### config.mk
export PLATFORM = sky130hd
export DESIGN_NAME = uartLink
export DESIGN_NICKNAME = d
export VERILOG_FILES = /design/src/uartCfgPkg.sv /design/src/uartFramePkg.sv /design/src/baudTickGen.sv /design/src/uartLink.sv /design/src/uartReceiver.sv /design/src/uartTransmitter.sv
export SDC_FILE = /design/constraint.sdc
export NUM_CORES = 1
export LEC_CHECK = 0
export BUFFER_PORTS_ARGS = -buffer_cell sky130_fd_sc_hd__buf_4
export CORE_MARGIN = 2
export CORE_UTILIZATION = 53
export CTS_CLUSTER_DIAMETER = 100
export DETAILED_ROUTE_END_ITERATION = 8
export PLACE_DENSITY_LB_ADDON = 0.05
export SYNTH_ARGS = -nofsm -noshare
export SYNTH_HDL_FRONTEND = slang
export SYNTH_SLANG_ARGS = --single-unit
### constraint.sdc
create_clock -name clk -period 4.1 [get_ports clk]
set_input_delay 0.82 -clock clk [delete_from_list [all_inputs] [get_ports clk]]
set_output_delay 0.82 -clock clk [all_outputs]
set_load 0.03 [all_outputs]
### src/uartCfgPkg.sv
`default_nettype none

package uartCfgPkg;

    // accumulator defaults sized for fast simulation
    // a carry every 2^4/4 = 4 clocks
    localparam int ACC_WIDTH_DEF = 4;
    localparam int INCREMENT_DEF = 4;

    localparam int OVERSAMPLE = 16; // ticks per bit slot

endpackage

`default_nettype wire

### src/uartFramePkg.sv
`default_nettype none

package uartFramePkg;

    typedef logic [7:0] uartByteT;  // 8N1 payload

    // index of the data bit within a frame counted from the LSB
    typedef logic [2:0] bitIdxT;

    typedef logic [3:0] tickCntT;   // ticks within one bit slot

endpackage

`default_nettype wire

### src/baudTickGen.sv
`timescale 1ns/100ps
`default_nettype none

module baudTickGen
    import uartCfgPkg::*;
#(
    parameter int ACC_WIDTH = ACC_WIDTH_DEF,
    parameter int INCREMENT = INCREMENT_DEF
) (
    input wire clk,
    input wire rst,
    output logic sampleTick
);

    logic [ACC_WIDTH-1:0] acc;
    logic [ACC_WIDTH:0] accSum;   // extra bit holds the carry

    assign accSum = {1'b0, acc} + (ACC_WIDTH + 1)'(INCREMENT);

    always_ff @(posedge clk) begin
        if (rst) begin
            acc <= '0;
            sampleTick <= 1'b0;
        end else begin
            acc <= accSum[ACC_WIDTH-1:0];
            sampleTick <= accSum[ACC_WIDTH];   // one cycle per carry
        end
    end

endmodule

`default_nettype wire

### src/uartLink.sv
`timescale 1ns/100ps
`default_nettype none

module uartLink
    import uartCfgPkg::*;
    import uartFramePkg::*;
#(
    parameter int ACC_WIDTH = ACC_WIDTH_DEF,
    parameter int INCREMENT = INCREMENT_DEF
) (
    input wire clk,
    input wire rst,
    input wire txStart,
    input wire uartByteT txData,
    input wire rxd,
    output logic txd,
    output logic txBusy,
    output logic rxValid,
    output uartByteT rxData,
    output logic rxFrameErr
);

    logic sampleTick;   // 16x bit rate, shared by both directions

    baudTickGen #(
        .ACC_WIDTH(ACC_WIDTH),
        .INCREMENT(INCREMENT)
    ) tickGen (
        .clk(clk),
        .rst(rst),
        .sampleTick(sampleTick)
    );

    uartTransmitter tx (
        .clk(clk),
        .rst(rst),
        .sampleTick(sampleTick),
        .txStart(txStart),
        .txData(txData),
        .txd(txd),
        .txBusy(txBusy)
    );

    uartReceiver rx (
        .clk(clk),
        .rst(rst),
        .sampleTick(sampleTick),
        .rxd(rxd),
        .rxValid(rxValid),
        .rxData(rxData),
        .rxFrameErr(rxFrameErr)
    );

endmodule

`default_nettype wire

### src/uartReceiver.sv
`timescale 1ns/100ps
`default_nettype none

module uartReceiver
    import uartCfgPkg::*;
    import uartFramePkg::*;
(
    input wire clk,
    input wire rst,
    input wire sampleTick,
    input wire rxd,
    output logic rxValid,
    output uartByteT rxData,
    output logic rxFrameErr
);

    typedef enum logic [2:0] {
        IDLE,
        VERIFY,
        DATA,
        STOP,
        RESYNC
    } rxStateT;

    localparam tickCntT TICK_LAST = tickCntT'(OVERSAMPLE - 1);
    localparam tickCntT TICK_HALF = tickCntT'(OVERSAMPLE / 2);

    rxStateT state;
    tickCntT tickCnt;
    bitIdxT bitIdx;
    uartByteT shiftReg;
    logic rxdMeta;
    logic rxdSync;
    logic sampleNow;

    // two-flop synchronizer that idles high like the line
    always_ff @(posedge clk) begin
        if (rst) begin
            rxdMeta <= 1'b1;
            rxdSync <= 1'b1;
        end else begin
            rxdMeta <= rxd;
            rxdSync <= rxdMeta;
        end
    end

    assign sampleNow = sampleTick && (tickCnt == TICK_LAST);

    always_ff @(posedge clk) begin
        if (rst) begin
            state <= IDLE;
            tickCnt <= '0;
            bitIdx <= '0;
            rxValid <= 1'b0;
            rxFrameErr <= 1'b0;
        end else begin
            rxValid <= 1'b0;
            if (sampleTick) tickCnt <= tickCnt + 1'b1;

            case (state)
                IDLE: begin
                    if (sampleTick && !rxdSync) begin
                        state <= VERIFY;
                        tickCnt <= TICK_HALF;   // first sample lands mid-bit
                    end
                end
                VERIFY: begin
                    if (sampleNow) begin
                        tickCnt <= '0;
                        bitIdx <= '0;
                        state <= rxdSync ? IDLE : DATA;   // high here is a glitch
                    end
                end
                DATA: begin
                    if (sampleNow) begin
                        tickCnt <= '0;
                        if (bitIdx == '1) state <= STOP;
                        else bitIdx <= bitIdx + 1'b1;
                    end
                end
                STOP: begin
                    if (sampleNow) begin
                        rxValid <= 1'b1;
                        rxFrameErr <= !rxdSync;
                        state <= rxdSync ? IDLE : RESYNC;
                    end
                end
                default: begin
                    // wait for a high line before hunting again
                    if (sampleTick && rxdSync) state <= IDLE;
                end
            endcase
        end
    end

    always_ff @(posedge clk) begin
        if (state == DATA && sampleNow) shiftReg <= {rxdSync, shiftReg[7:1]};  // LSB first
        if (state == STOP && sampleNow) rxData <= shiftReg;
    end

endmodule

`default_nettype wire

### src/uartTransmitter.sv
`timescale 1ns/100ps
`default_nettype none

module uartTransmitter
    import uartCfgPkg::*;
    import uartFramePkg::*;
(
    input wire clk,
    input wire rst,
    input wire sampleTick,
    input wire txStart,
    input wire uartByteT txData,
    output logic txd,
    output logic txBusy
);

    typedef enum logic [1:0] {
        IDLE,
        START,
        DATA,
        STOP
    } txStateT;

    localparam tickCntT TICK_LAST = tickCntT'(OVERSAMPLE - 1);

    txStateT state;
    tickCntT tickCnt;
    bitIdxT bitIdx;
    uartByteT dataReg;
    logic slotEnd;

    assign slotEnd = sampleTick && (tickCnt == TICK_LAST);

    // busy already in the accepting cycle
    assign txBusy = (state != IDLE) || txStart;

    always_ff @(posedge clk) begin
        if (rst) begin
            state <= IDLE;
            tickCnt <= '0;
            bitIdx <= '0;
            txd <= 1'b1;
        end else begin
            if (state == IDLE) begin
                tickCnt <= '0;
                bitIdx <= '0;
            end else if (sampleTick) begin
                tickCnt <= slotEnd ? '0 : tickCnt + 1'b1;
            end

            case (state)
                IDLE: begin
                    txd <= 1'b1;
                    if (txStart) begin
                        state <= START;
                        txd <= 1'b0;    // start bit
                    end
                end
                START: begin
                    if (slotEnd) begin
                        state <= DATA;
                        txd <= dataReg[0];
                    end
                end
                DATA: begin
                    if (slotEnd) begin
                        if (bitIdx == '1) begin
                            state <= STOP;
                            txd <= 1'b1;
                        end else begin
                            bitIdx <= bitIdx + 1'b1;
                            txd <= dataReg[bitIdx + 1'b1];
                        end
                    end
                end
                default: begin
                    if (slotEnd) state <= IDLE;   // stop slot done
                end
            endcase
        end
    end

    always_ff @(posedge clk) begin
        if (state == IDLE && txStart) dataReg <= txData;
    end

endmodule

`default_nettype wire
After elaboration in Yosys (flattened, before gate mapping)
Cells that the tools add are included.

storage, ports and cells
  bits in registers = 53
  input bits = 12
  logic and storage cells = 102

operators by class
  add/subtract/negate cells = 5
  magnitude comparators = 1
  eq/ne operators = 19
  mux-type cells = 36
  bitwise operators = 1
  reductions and logical operators = 24

operator list
  kind                 number
  $mux 3               14
  $mux 4               4
  $ne 2x1->1 const B   8
  $mux 2               6
  $pmux 3 s4           1
  $add 4x1->4 const B  2
  $eq 4x4->1 const B   2
  $pmux 4 s2           1
  $logic_and 1x1->1    7
  $add 3x1->3 const B  2
  $eq 3x2->1 const B   2
  $eq 3x3->1 const B   2
  $mux 1               6
  $pmux 2 s3           1
  $pmux 3 s2           1
  $reduce_and 6->1     1
  $reduce_bool 2->1    3
  $reduce_or 2->1      3
  $add 4x3->5 const B  1
  $reduce_and 5->1     1
  $reduce_bool 5->1    1
  $lt 3x4->1 const B   1
  $ne 2x2->1 const B   2
  $reduce_and 4->1     1
  13 further kinds     13

Longest topological paths before layout
Gate-level depths: netlist of run 1.

  depth in word-level cells = 6
  mapped depth = 7
  mapped depth without buffers = 6

Cells and area by module
Synthesis of run 1 repeated with hierarchy kept, for this count alone.

unflattened totals
  cells, all modules = 181
  area total of the unflattened synthesis = 2180.8 um^2

modules (own cells, without submodules)
  module           instances  cells an instance  area each (um^2)
  uartReceiver     1          94                 1207.4
  uartTransmitter  1          80                 884.6
  baudTickGen      1          7                  88.8

Worst setup path before layout of run 1
OpenSTA, ideal clock, no wires.

  path kind = register -> register
  from = reg rx.tickCnt[0]
  to = reg rx.bitIdx[0]
  arrival time = 1.933 ns
  path slack = 2.109 ns
  cell stages (with the launch flop) = 6
  clock period less this slack = 1.991 ns
  cell sequence = dfxtp_1 > ha_1 > nand4_1 > nor3_1 > nor3b_2 > mux2_2

on the way
  cells in the longest elaborated chain, start to end = 4
  elaborated cells between the ends (all ways) = 5
  classes of those cells = 3 x eq/ne; 2 x reduce/logical

ends and longest elaborated chain
  what                          RTL line            RTL
  start, declared               uartReceiver.sv:29  tickCntT tickCnt;
  start signal, assigned        uartReceiver.sv:58  if (sampleTick) tickCnt <= tickCnt + 1'b1;
  $eq 4x4->1 *                  uartReceiver.sv:47  assign sampleNow = sampleTick && (tickCnt == TICK_LAST);
  $logic_and 1x1->1 *           uartReceiver.sv:47
  $ne 2x1->1 (no line)          --
  $reduce_and 4->1 (no line) *  --
  end signal, assigned          uartReceiver.sv:78  else bitIdx <= bitIdx + 1'b1;
  end, declared                 uartReceiver.sv:30  bitIdxT bitIdx;

Mark *: on every way between the ends. The rest lies on a longest branch, timed or not.
A chain may end at the register's enable or synchronous reset.

Final worst setup path of run 1
  from = reg tickGen.sampleTick
  to = reg rx.bitIdx[0]

on the way
  cells in the longest elaborated chain, start to end = 3
  elaborated cells between the ends (all ways) = 4
  classes of those cells = 2 x eq/ne; 2 x reduce/logical

ends and longest elaborated chain
  what                          RTL line            RTL
  start, declared               baudTickGen.sv:12   output logic sampleTick
  start signal, assigned        baudTickGen.sv:26   sampleTick <= accSum[ACC_WIDTH];
  $logic_and 1x1->1 *           uartReceiver.sv:47
  $ne 2x1->1 (no line)          --
  $reduce_and 4->1 (no line) *  --

Marks and branches as above.

==> flow_summary.yaml, run 1 <==
logic_synthesis:
  syn_inst: 186
  yosys_warnings: 0
  synth_area_leaders: "edfxtp_1 (33%), dfxtp_1 (25%), ha_1 (6.4%)"
  yosysUniqueCellTypes: 43
  yosysTopAreaCell: "edfxtp_1"
  synth-async-reset-ratio_pct: 0
  synth_nets: 209
  ys_top_cells_by_count: "dfxtp_1 (27), edfxtp_1 (24)"
  seq_area_frac_synth_pct: 58.3
  yosysMostFrequentCell: "dfxtp_1"
  synth_area_per_cell_sq_um: 11.6
  synth_edf_count: 24
  synthFlopType: "dfxtp_1"
  synth.top_cell.area_share_pct: 33.3
  netlist_area_sq_um: 2160
  ys_ff_latch: 51
critical_path:
  reg2reg_slack_ns: 1.58
  path_max_fanout: 14
  cp-start-kind: "flop"
  r2r_start: "tickGen.sampleTick"
  critPathKind: "reg2reg"
  cp_num_buf_inv: 0
  crit_path_top_delay_cell: "nor3_1"
  r2r-end: "rx.bitIdx[0]"
  r2r_cells: 4
  cpPeakStageDelay_ns: 0.98
  crit_family: "simple AND/OR/NAND/NOR gates"
  cp_cell_sequence: "nand4_1, nor3_1, nor3b_2, mux2_2"
  worstPathRequired_ns: 4.35
  critPathCaptureType: "flop"
  worst_ep_arrival_time_ns: 2.77
routing:
  routed_wl_microns: 3520
  wl_per_cell_microns: 13.7
  drt-initial-drc-count: 80
  wl_met3_microns: 149
  drc: 0
  wl_met1_microns: 1560
  firstDrtPassIters: 6
  top_layer_used: "met4"
  viasPerCell: 5.50
  ant_nets: 0
  via_count: 1419
  dr_wl_met2_microns: 1780
global_routing:
  grt_use_total_pct: 18.0
  grt_pass1_wl_microns: 6070
  antenna_found_initial: 0
  grt_pass1_vias: 1353
  grt_start_max_net_pins: 25
  overflow: 0
pwr:
  combPwrFrac_pct: 18.8
  vdd_ir_drop_max_v: 0.000292
  p_sw_uw: 307
  seqPwrFrac_pct: 54.8
  p_leak_uw: 0.000910
  clkPwrFrac_pct: 26.5
  switching_share_pct: 28.2
  p_int_uw: 781
  power.density_nw_per_um2: 445
min_path:
  hp-class: "reg2reg"
  holdPathEnd: "rx.rxdSync"
  min_from: "rx.rxdMeta"
  hold_path_depth: 1
sta:
  clock.fmax_mhz: 397
  slew_violations: 0
  slew_headroom_pct: 17.5
  setup_tns_ns: 0
  period_needed_ns: 2.52
  hold_violations: 0
  setup_viol: 0
  tightest_slew_ns: 1.23
  fin_skew_ns: 0.00745
  min_period_over_period_pct: 61.4
  rsz0062_at_grt: "false"
placed_design:
  hpwl_microns: 2500
  io_buffers: 23
  place_congestion: 0.802
  placed_cell_area_sq_um: 2350
  numPlacedInstances: 250
floorplanning:
  die_h_microns: 67.9
  ioPinCount: 24
  fp.dieW_microns: 67.9
  core_sq_um: 3970
  start_util_pct: 54.4
  num_rows: 23
  die_area_sq_um: 4610
cells_and_area:
  n_antenna_cell: 0
  post_route_cells_drive_above_1_share_pct: 19.2
  final_cells: 258
  stdcell_area_sq_um: 2450
  syn2layout_area_growth_pct: 13.3
  fin_nets: 230
clock_network:
  cts-buffers-inserted: 5
  cts_resized: 0
  postCtsSetupRepairBufs: 0
  cts.clk_slew.worst_paths_ns: 0.09
  cts.sinks: 51
  cts-htree-levels: 2
  root_buffer: "clkbuf_8"
  clk_latency_ns: 0.30
  cts_tree: "yes"
  postCtsHoldBufs: 0
  clockBufferDepth: 2
job:
  cap_violations: 0
run_status:
  status: "completed"
==> kinds of logic (layout without fill, tap and decap cells) <==
| logic type | after synthesis | after routing | synth area share, % |
|---|---|---|---|
| flops | 51 | 51 | 58.3 |
| simple gates | 60 | 60 | 15.3 |
| mux | 8 | 8 | 3.82 |
| fa+ha+maj | 11 | 11 | 6.37 |
| xor+xnor | 6 | 6 | 2.43 |
| buf+inv | 16 | 38 | 3.18 |
| compound gates | 34 | 34 | 10.5 |
==> placed cells by master (no fill, tap or decap), types with 2 or more instances in the layout <==
cell type and n:
inv_1 7, a211oi_1 2, nor3b_1 3, dfxtp_1 27
o21ai_0 5, and2_1 2, clkinv_4 2, o21bai_1 2
and4_1 2, nand2b_1 4, xnor2_1 2, or2_2 3
nor3_1 8, edfxtp_1 24, mux2_2 2, ha_1 11
nor4_1 3, buf_4 23, mux2i_1 6, nand4_1 3
or4_1 2, nor2b_1 3, nand2_1 11, nor2_1 11
a22o_1 3, xor2_1 4, a21oi_1 11, clkbuf_8 5
or3b_1 2
==> layout make-up <==
| cell class | instances | area (sq um) |
|---|---|---|
| clock buffer | 5 | 68.8 |
| clock inverter | 3 | 25.0 |
| fill | 319 | 1520 |
| inverter | 7 | 26.3 |
| multi-input combinational | 119 | 832 |
| sequential | 51 | 1260 |
| tap | 50 | 62.6 |
| timing repair buffer | 23 | 173 |
==> sequential cells by signal, indices dropped and copies added, names as in the netlist <==
register            count
rx.rxData               8
rx.shiftReg             8
tx.dataReg              8
rx.tickCnt              4
tx.tickCnt              4
rx.bitIdx               3
rx.state                3
tx.bitIdx               3
tickGen.acc             2
tx.state                2
rx.rxFrameErr           1
rx.rxValid              1
rx.rxdMeta              1
rx.rxdSync              1
tickGen.sampleTick      1
tx.txd                  1
==> through the flow <==
| stage | utilization [%] | hold WS [ns] | power, uW | worst slack (ns) |
|---|---|---|---|---|
| after global placement | 59.3 | 0.391 | 802 | 1.75 |
| final | 61.7 | 0.413 | 1090 | 1.58 |
| after global routing | 61.7 | 0.434 | 1150 | 1.29 |
| after detailed placement | 59.3 | 0.399 | 812 | 1.50 |
| after CTS | 61.7 | 0.419 | 1100 | 1.51 |
| after floorplan | - | 0.389 | 757 | 2.11 |
==> power by group through the flow <==
stage / logic [uW] / clock network, uW / registers, uW
floorplan: 151 / 0 / 606
global placement: 197 / 0 / 605
detailed placement: 205 / 0 / 607
CTS: 206 / 297 / 595
global route: 229 / 321 / 601
finish: 204 / 288 / 596
==> worst max path at each step <==
stage	to	slack, ns	cells past startpoint	start
5_1_grt	rx.bitIdx[0]	1.29	4	tickGen.sampleTick
4_1_cts	rx.bitIdx[0]	1.51	4	tickGen.sampleTick
3_3_place_gp	rx.bitIdx[0]	1.75	4	tickGen.sampleTick
2_1_floorplan	rx.bitIdx[0]	2.11	5	rx.tickCnt[0]
6_report	rx.bitIdx[0]	1.58	4	tickGen.sampleTick
3_5_place_dp	rx.bitIdx[0]	1.50	4	tickGen.sampleTick
==> worst reg2reg max path: stages, from the launching register on <==
cell and delay [ns]:
dfxtp_1 0.61, nand4_1 0.34, nor3_1 0.98, nor3b_2 0.37, mux2_2 0.18
==> layer usage <==
layer	vias to the layer above	track usage, %
met4	0	4.75
met2	32	31.3
li1	721	-
met5	-	0
met1	661	21.6
met3	5	5.76
(Power assumes the default switching activity.)
==> run 2: changes to the inputs <==
--- a/config.mk
+++ b/config.mk
@@ -7,7 +7,7 @@
 export LEC_CHECK = 0
 export BUFFER_PORTS_ARGS = -buffer_cell sky130_fd_sc_hd__buf_4
 export CORE_MARGIN = 2
-export CORE_UTILIZATION = 53
+export CORE_UTILIZATION = 51
 export CTS_CLUSTER_DIAMETER = 100
 export DETAILED_ROUTE_END_ITERATION = 8
 export PLACE_DENSITY_LB_ADDON = 0.05
==> constraint.sdc (replaced) <==
create_clock -name clk -period 2.2 [get_ports clk]
set_input_delay 0.44 -clock clk [delete_from_list [all_inputs] [get_ports clk]]
set_output_delay 0.44 -clock clk [all_outputs]
set_load 0.03 [all_outputs]
==> run 2 against run 1 <==
  * Clock-buffer cell count stayed put
  * Critical path type is now reg2out
  * Clock skew increased by 0.0033 ns
  * Final cell count increased by 1.6%
  * Via count is 1.3% higher
  * Highest routed layer unchanged
  * Non-clock buffer count is 4 higher
  * Clock power grew 95%
  * Worst setup slack worse by 1.3 ns
  * Sequential power grew 86%
==> flow_summary.yaml, run 2 (synthesized netlist as in run 1, its figures left out) <==
floorplanning:
  ioPinCount: 24
  fp.dieW_microns: 69.1
  start_util_pct: 53.7
  die_area_sq_um: 4780
  die_h_microns: 69.1
  num_rows: 23
  core_sq_um: 4030
sta:
  tightest_slew_ns: 0.451
  slew_violations: 0
  setup_viol: 0
  period_needed_ns: 1.88
  min_period_over_period_pct: 85.3
  rsz0062_at_grt: "false"
  hold_ws_ns: 0.302
  setup_tns_ns: 0
  clock.fmax_mhz: 533
  fin_skew_ns: 0.0107
  slew_headroom_pct: 69.6
  hold_violations: 0
pwr:
  power.density_nw_per_um2: 832
  p_leak_uw: 0.000936
  p_int_uw: 1460
  switching_share_pct: 29.1
  clkPwrFrac_pct: 27.2
  seqPwrFrac_pct: 53.8
  p_sw_uw: 600
  combPwrFrac_pct: 18.9
  vdd_ir_drop_max_v: 0.000756
cells_and_area:
  n_antenna_cell: 0
  fill_cells: 359
  mostFrequentLayoutCells: "buf_4 (27), dfxtp_1 (27), edfxtp_1 (24)"
  fin_nets: 234
  post_route_cells_drive_above_1_share_pct: 20.8
  top_regs: "rx.rxData (8), rx.shiftReg (8), tx.dataReg (8)"
  syn2layout_area_growth_pct: 14.7
routing:
  viasPerCell: 5.48
  via_count: 1437
  wl_per_cell_microns: 14.3
  firstDrtPassIters: 4
  ant_nets: 0
  drt-initial-drc-count: 77
  drc: 0
  routed_wl_microns: 3760
placed_design:
  io_buffers: 23
  hpwl_microns: 2650
  place_congestion: 0.774
global_routing:
  grt_start_max_net_pins: 25
  antenna_found_initial: 0
  grt_use_total_pct: 17.3
  grt_pass1_wl_microns: 6690
  overflow: 0
  grt_pass1_vias: 1524
clock_network:
  cts.clk_slew.worst_paths_ns: 0.09
  clk_latency_ns: 0.31
  cts_tree: "yes"
  cts-htree-levels: 2
  cts.sinks: 51
  clockBufferDepth: 2
  postCtsSetupRepairBufs: 0
  root_buffer: "clkbuf_8"
  postCtsHoldBufs: 0
  cts-buffers-inserted: 5
  cts_resized: 0
critical_path:
  crit_family: "flip-flops"
  critPathCaptureType: "output pin"
  cp_cell_sequence: "inv_1, ha_1, nand2b_1, buf_4"
  critPathKind: "reg2out"
  crit_path_top_delay_cell: "dfxtp_1"
  worstPathRequired_ns: 1.76
  worst_ep_arrival_time_ns: 1.44
  path_max_fanout: 11
  cp_num_buf_inv: 2
  cpPeakStageDelay_ns: 0.40
  cp-start-kind: "flop"
job:
  cap_violations: 0
run_status:
  status: "completed"
min_path:
  hp-class: "in2reg"
## run 2: changes by cell type in the layout (fill, tap and decap cells not counted), sizes merged
cell / change
clkinv: -1
inv: +2
buf: +4
clkinvlp: -1
## run 2: path summary, 6_finish.rpt
kind               start       endpoint  slack [ns]  cells past startpoint
max          tx.state[0]         txBusy        0.32                      4
min            txData[2]  tx.dataReg[2]        0.30                      1
max reg2reg  tx.state[0]    tx.state[0]        0.36                      6
min reg2reg   rx.rxdMeta     rx.rxdSync        0.42                      1
## run 2: power by group through the flow
stage          combinational (uW)  clock [uW]  sequential [uW]
2_1_floorplan                 282           0             1130
3_3_place_gp                  364           0             1130
6_report                      391         562             1110
4_1_cts                       388         572             1110
5_1_grt                       424         612             1120
3_5_place_dp                  386           0             1130
## run 2: stage by stage
step	utilization (%)	setup slack [ns]	power [uW]	instances	cell area (sq um)
after floorplan	-	0.209	1410	186	2160
after global placement	59.2	0.527	1490	254	2380
after detailed placement	59.2	0.405	1520	254	2380
after CTS	61.6	0.338	2070	262	2480
after global routing	61.6	0.235	2150	262	2480
final	61.6	0.322	2060	262	2480
## run 2: area by class of cell
class | instances | area [sq um] | area share [%]
clock buffer | 5 | 68.8 | 2.77
clock inverter | 3 | 26.3 | 1.06
inverter | 7 | 26.3 | 1.06
multi-input combinational | 119 | 832 | 33.6
sequential | 51 | 1260 | 50.9
tap | 50 | 62.6 | 2.52
timing repair buffer | 27 | 203 | 8.17
## run 2: worst register-to-register path, stage by stage (launching register included)
cell	delay (ns)
dfxtp_1	0.35
inv_1	0.10
ha_1	0.36
nor2b_1	0.19
o21ai_1	0.13
or4_1	0.50
a21oi_1	0.14
## run 2: layer usage
layer | global-route usage, % | vias to the layer above | share of wire (%)
li1 | - | 723 | -
met1 | 20.4 | 677 | 47
met2 | 29.4 | 30 | 48
met3 | 3.95 | 7 | 3.3
met4 | 8.71 | 0 | 1.9
met5 | 0 | - | 0
==> run 3: changes to the inputs <==
--- a/config.mk
+++ b/config.mk
@@ -13,4 +13,5 @@
 export PLACE_DENSITY_LB_ADDON = 0.05
 export SYNTH_ARGS = -nofsm -noshare
 export SYNTH_HDL_FRONTEND = slang
+export SYNTH_HIERARCHICAL = 1
 export SYNTH_SLANG_ARGS = --single-unit
==> run 3 against run 2 <==
  * Non-clock buffer count did not move
  * Worst hold slack improved by 0.018 ns
  * Critical path depth rose by 3
  * Global-route usage fell by 0.064 points
  * Total power fell by 4.0%
  * Synthesized area rose by 0.87%
  * First-iteration DRC count rose by 7.8%
  * Utilization fell by 0.41 points
  * Sequential power barely moved
  * Fmax fell by 9.4%
==> flow_summary.yaml, run 3 <==
run_status:
  status: "completed"
clock_network:
  postCtsSetupRepairBufs: 0
  cts.clk_slew.worst_paths_ns: 0.09
  cts_resized: 0
  cts-htree-levels: 2
  root_buffer: "clkbuf_8"
  clockBufferDepth: 2
  clk_latency_ns: 0.30
  postCtsHoldBufs: 0
  cts_tree: "yes"
  cts.sinks: 51
  cts-buffers-inserted: 5
cells_and_area:
  post_route_cells_drive_above_1_share_pct: 20.7
  fin_nets: 230
  n_antenna_cell: 0
  top_regs: "rx/rxData (8), rx/shiftReg (8), tx/dataReg (8)"
  syn2layout_area_growth_pct: 13.8
  final-seq-area_sq_um: 1260
  fill_cells: 312
  multi_input_area_sq_um: 840
  mostFrequentLayoutCells: "buf_4 (27), dfxtp_1 (27), edfxtp_1 (24)"
global_routing:
  grt_pass1_wl_microns: 6570
  grt_pass1_vias: 1417
  grt_start_max_net_pins: 24
  overflow: 0
  met3_usage_pct: 5.23
  grt_use_met1_pct: 21.2
  use_met2_pct: 28.3
  grt_use_total_pct: 17.2
  antenna_found_initial: 0
  busiest_layer: "met2"
sta:
  fin_skew_ns: 0.00716
  slew_headroom_pct: 61.5
  slew_violations: 0
  clock.fmax_mhz: 482
  period_needed_ns: 2.07
  hold_violations: 0
  min_period_over_period_pct: 94.2
  setup_viol: 0
  tightest_slew_ns: 0.577
  setup_ws_ns: 0.127
  setup_tns_ns: 0
  rsz0062_at_grt: "false"
routing:
  firstDrtPassIters: 4
  wl_per_cell_microns: 14.5
  drc: 0
  drt-initial-drc-count: 83
  routed_wl_microns: 3730
  ant_nets: 0
  viasPerCell: 5.57
  via_count: 1437
placed_design:
  place_ws_ns: 0.144
  io_buffers: 23
  hpwl_microns: 2710
  place_congestion: 0.797
floorplanning:
  die_h_microns: 69.4
  num_rows: 23
  die_area_sq_um: 4810
  fp.dieW_microns: 69.4
  start_util_pct: 53.7
  ioPinCount: 24
  core_sq_um: 4060
min_path:
  min_from: "rxd"
  holdPathEnd: "rx/rxdMeta"
  hold_path_depth: 2
  hp-class: "in2reg"
logic_synthesis:
  ys_top_cells_by_count: "dfxtp_1 (27), edfxtp_1 (24), nand2_1 (12), nor2_1 (12), ha_1 (11)"
  netlist_area_sq_um: 2180
  synth_area_per_cell_sq_um: 12.0
  yosysUniqueCellTypes: 47
  ys_ff_latch: 51
  yosysTopAreaCell: "edfxtp_1"
  seq_area_frac_synth_pct: 57.8
  syn_inst: 181
  yosys_warnings: 6
  synth-async-reset-ratio_pct: 0
  synth_nets: 204
  yosysMostFrequentCell: "dfxtp_1"
  synth_edf_count: 24
  synthFlopType: "dfxtp_1"
  synth.top_cell.area_share_pct: 33.0
  synth_area_leaders: "edfxtp_1 (33%), dfxtp_1 (25%), ha_1 (6.3%)"
critical_path:
  worst_ep_arrival_time_ns: 2.25
  r2r_start: "tx/bitIdx[0]"
  reg2reg_slack_ns: 0.13
  r2r-end: "tx/txd"
  r2r_cells: 7
  path_max_fanout: 4
  worstPathRequired_ns: 2.38
  cp-start-kind: "flop"
  critPathCaptureType: "flop"
  critPathKind: "reg2reg"
pwr:
  p_leak_uw: 0.000923
  power.density_nw_per_um2: 799
  vdd_ir_drop_max_v: 0.000430
job:
  cap_violations: 0
-- run 3: changes by cell type in the layout (fill, tap and decap cells not counted), sizes merged, moves of 2 or more --
cell | previous run | this run
o32ai | 0 | 2
nand3 | 1 | 3
o41ai | 0 | 2
o21ai | 6 | 1
nor2b | 3 | 5
a22o | 3 | 0
a21oi | 11 | 9
o211ai | 0 | 2
or3 | 0 | 2
-- run 3: final cells by class --
cell class                 instances  area share (%)
sequential                        51            50.8
multi-input combinational        114            33.8
timing repair buffer              27            8.17
clock buffer                       6            2.92
tap                               50            2.52
inverter                           8            1.21
clock inverter                     2           0.504
-- run 3: logic make-up (layout without fill, tap and decap cells) --
group	after synthesis	count (layout)	share of synthesized area, %
multiplexers	9	9	4.76
AO/OA/AOI/OAI	24	24	8.03
XOR/XNOR	6	6	2.41
adder cells (fa/ha/maj)	11	11	6.31
flip-flops	51	51	57.8
buffers and inverters	16	43	3.67
AND/OR/NAND/NOR	64	64	17.0
-- run 3: report_power, final --
| group | switching (uW) | internal [uW] |
|---|---|---|
| logic | 221 | 158 |
| clock network | 280 | 222 |
| registers | 37.6 | 1060 |
-- run 3: worst max path at each step --
| stage | from | end | slack, ns | depth (start not counted) |
|---|---|---|---|---|
| floorplan | tx/bitIdx[0] | tx/txd | 0.20 | 7 |
| global placement | tx/bitIdx[0] | tx/txd | 0.23 | 7 |
| detailed placement | tx/bitIdx[0] | tx/txd | 0.14 | 7 |
| CTS | tx/bitIdx[0] | tx/txd | 0.13 | 7 |
| global route | tx/bitIdx[0] | tx/txd | 0.007 | 7 |
| finish | tx/bitIdx[0] | tx/txd | 0.13 | 7 |
-- run 3: metal layers --
layer / part of all wire, % / vias up
met1: 45 / 690
met3: 4.7 / 7
li1: - / 713
met5: 0 / -
met4: 1.9 / 0
met2: 48 / 27
-- run 3: per-stage QoR --
stage | cell area, sq um | total power, uW | std cells | utilization [%] | hold slack (ns)
after global placement | 2400 | 1480 | 250 | 59.1 | 0.398
after global routing | 2480 | 2120 | 258 | 61.1 | 0.294
final | 2480 | 1980 | 258 | 61.1 | 0.320
after CTS | 2480 | 2010 | 258 | 61.1 | 0.304
after detailed placement | 2400 | 1500 | 250 | 59.1 | 0.406
after floorplan | 2180 | 1390 | 181 | - | 0.389
-- run 3: critical path, cell delays in order, from the launching register on --
cell and delay, ns:
dfxtp_1 0.32, ha_1 0.20, ha_1 0.34, mux4_2 0.32, nor2b_4 0.14, o41ai_2 0.19, nand3_1 0.11, a221o_1 0.34
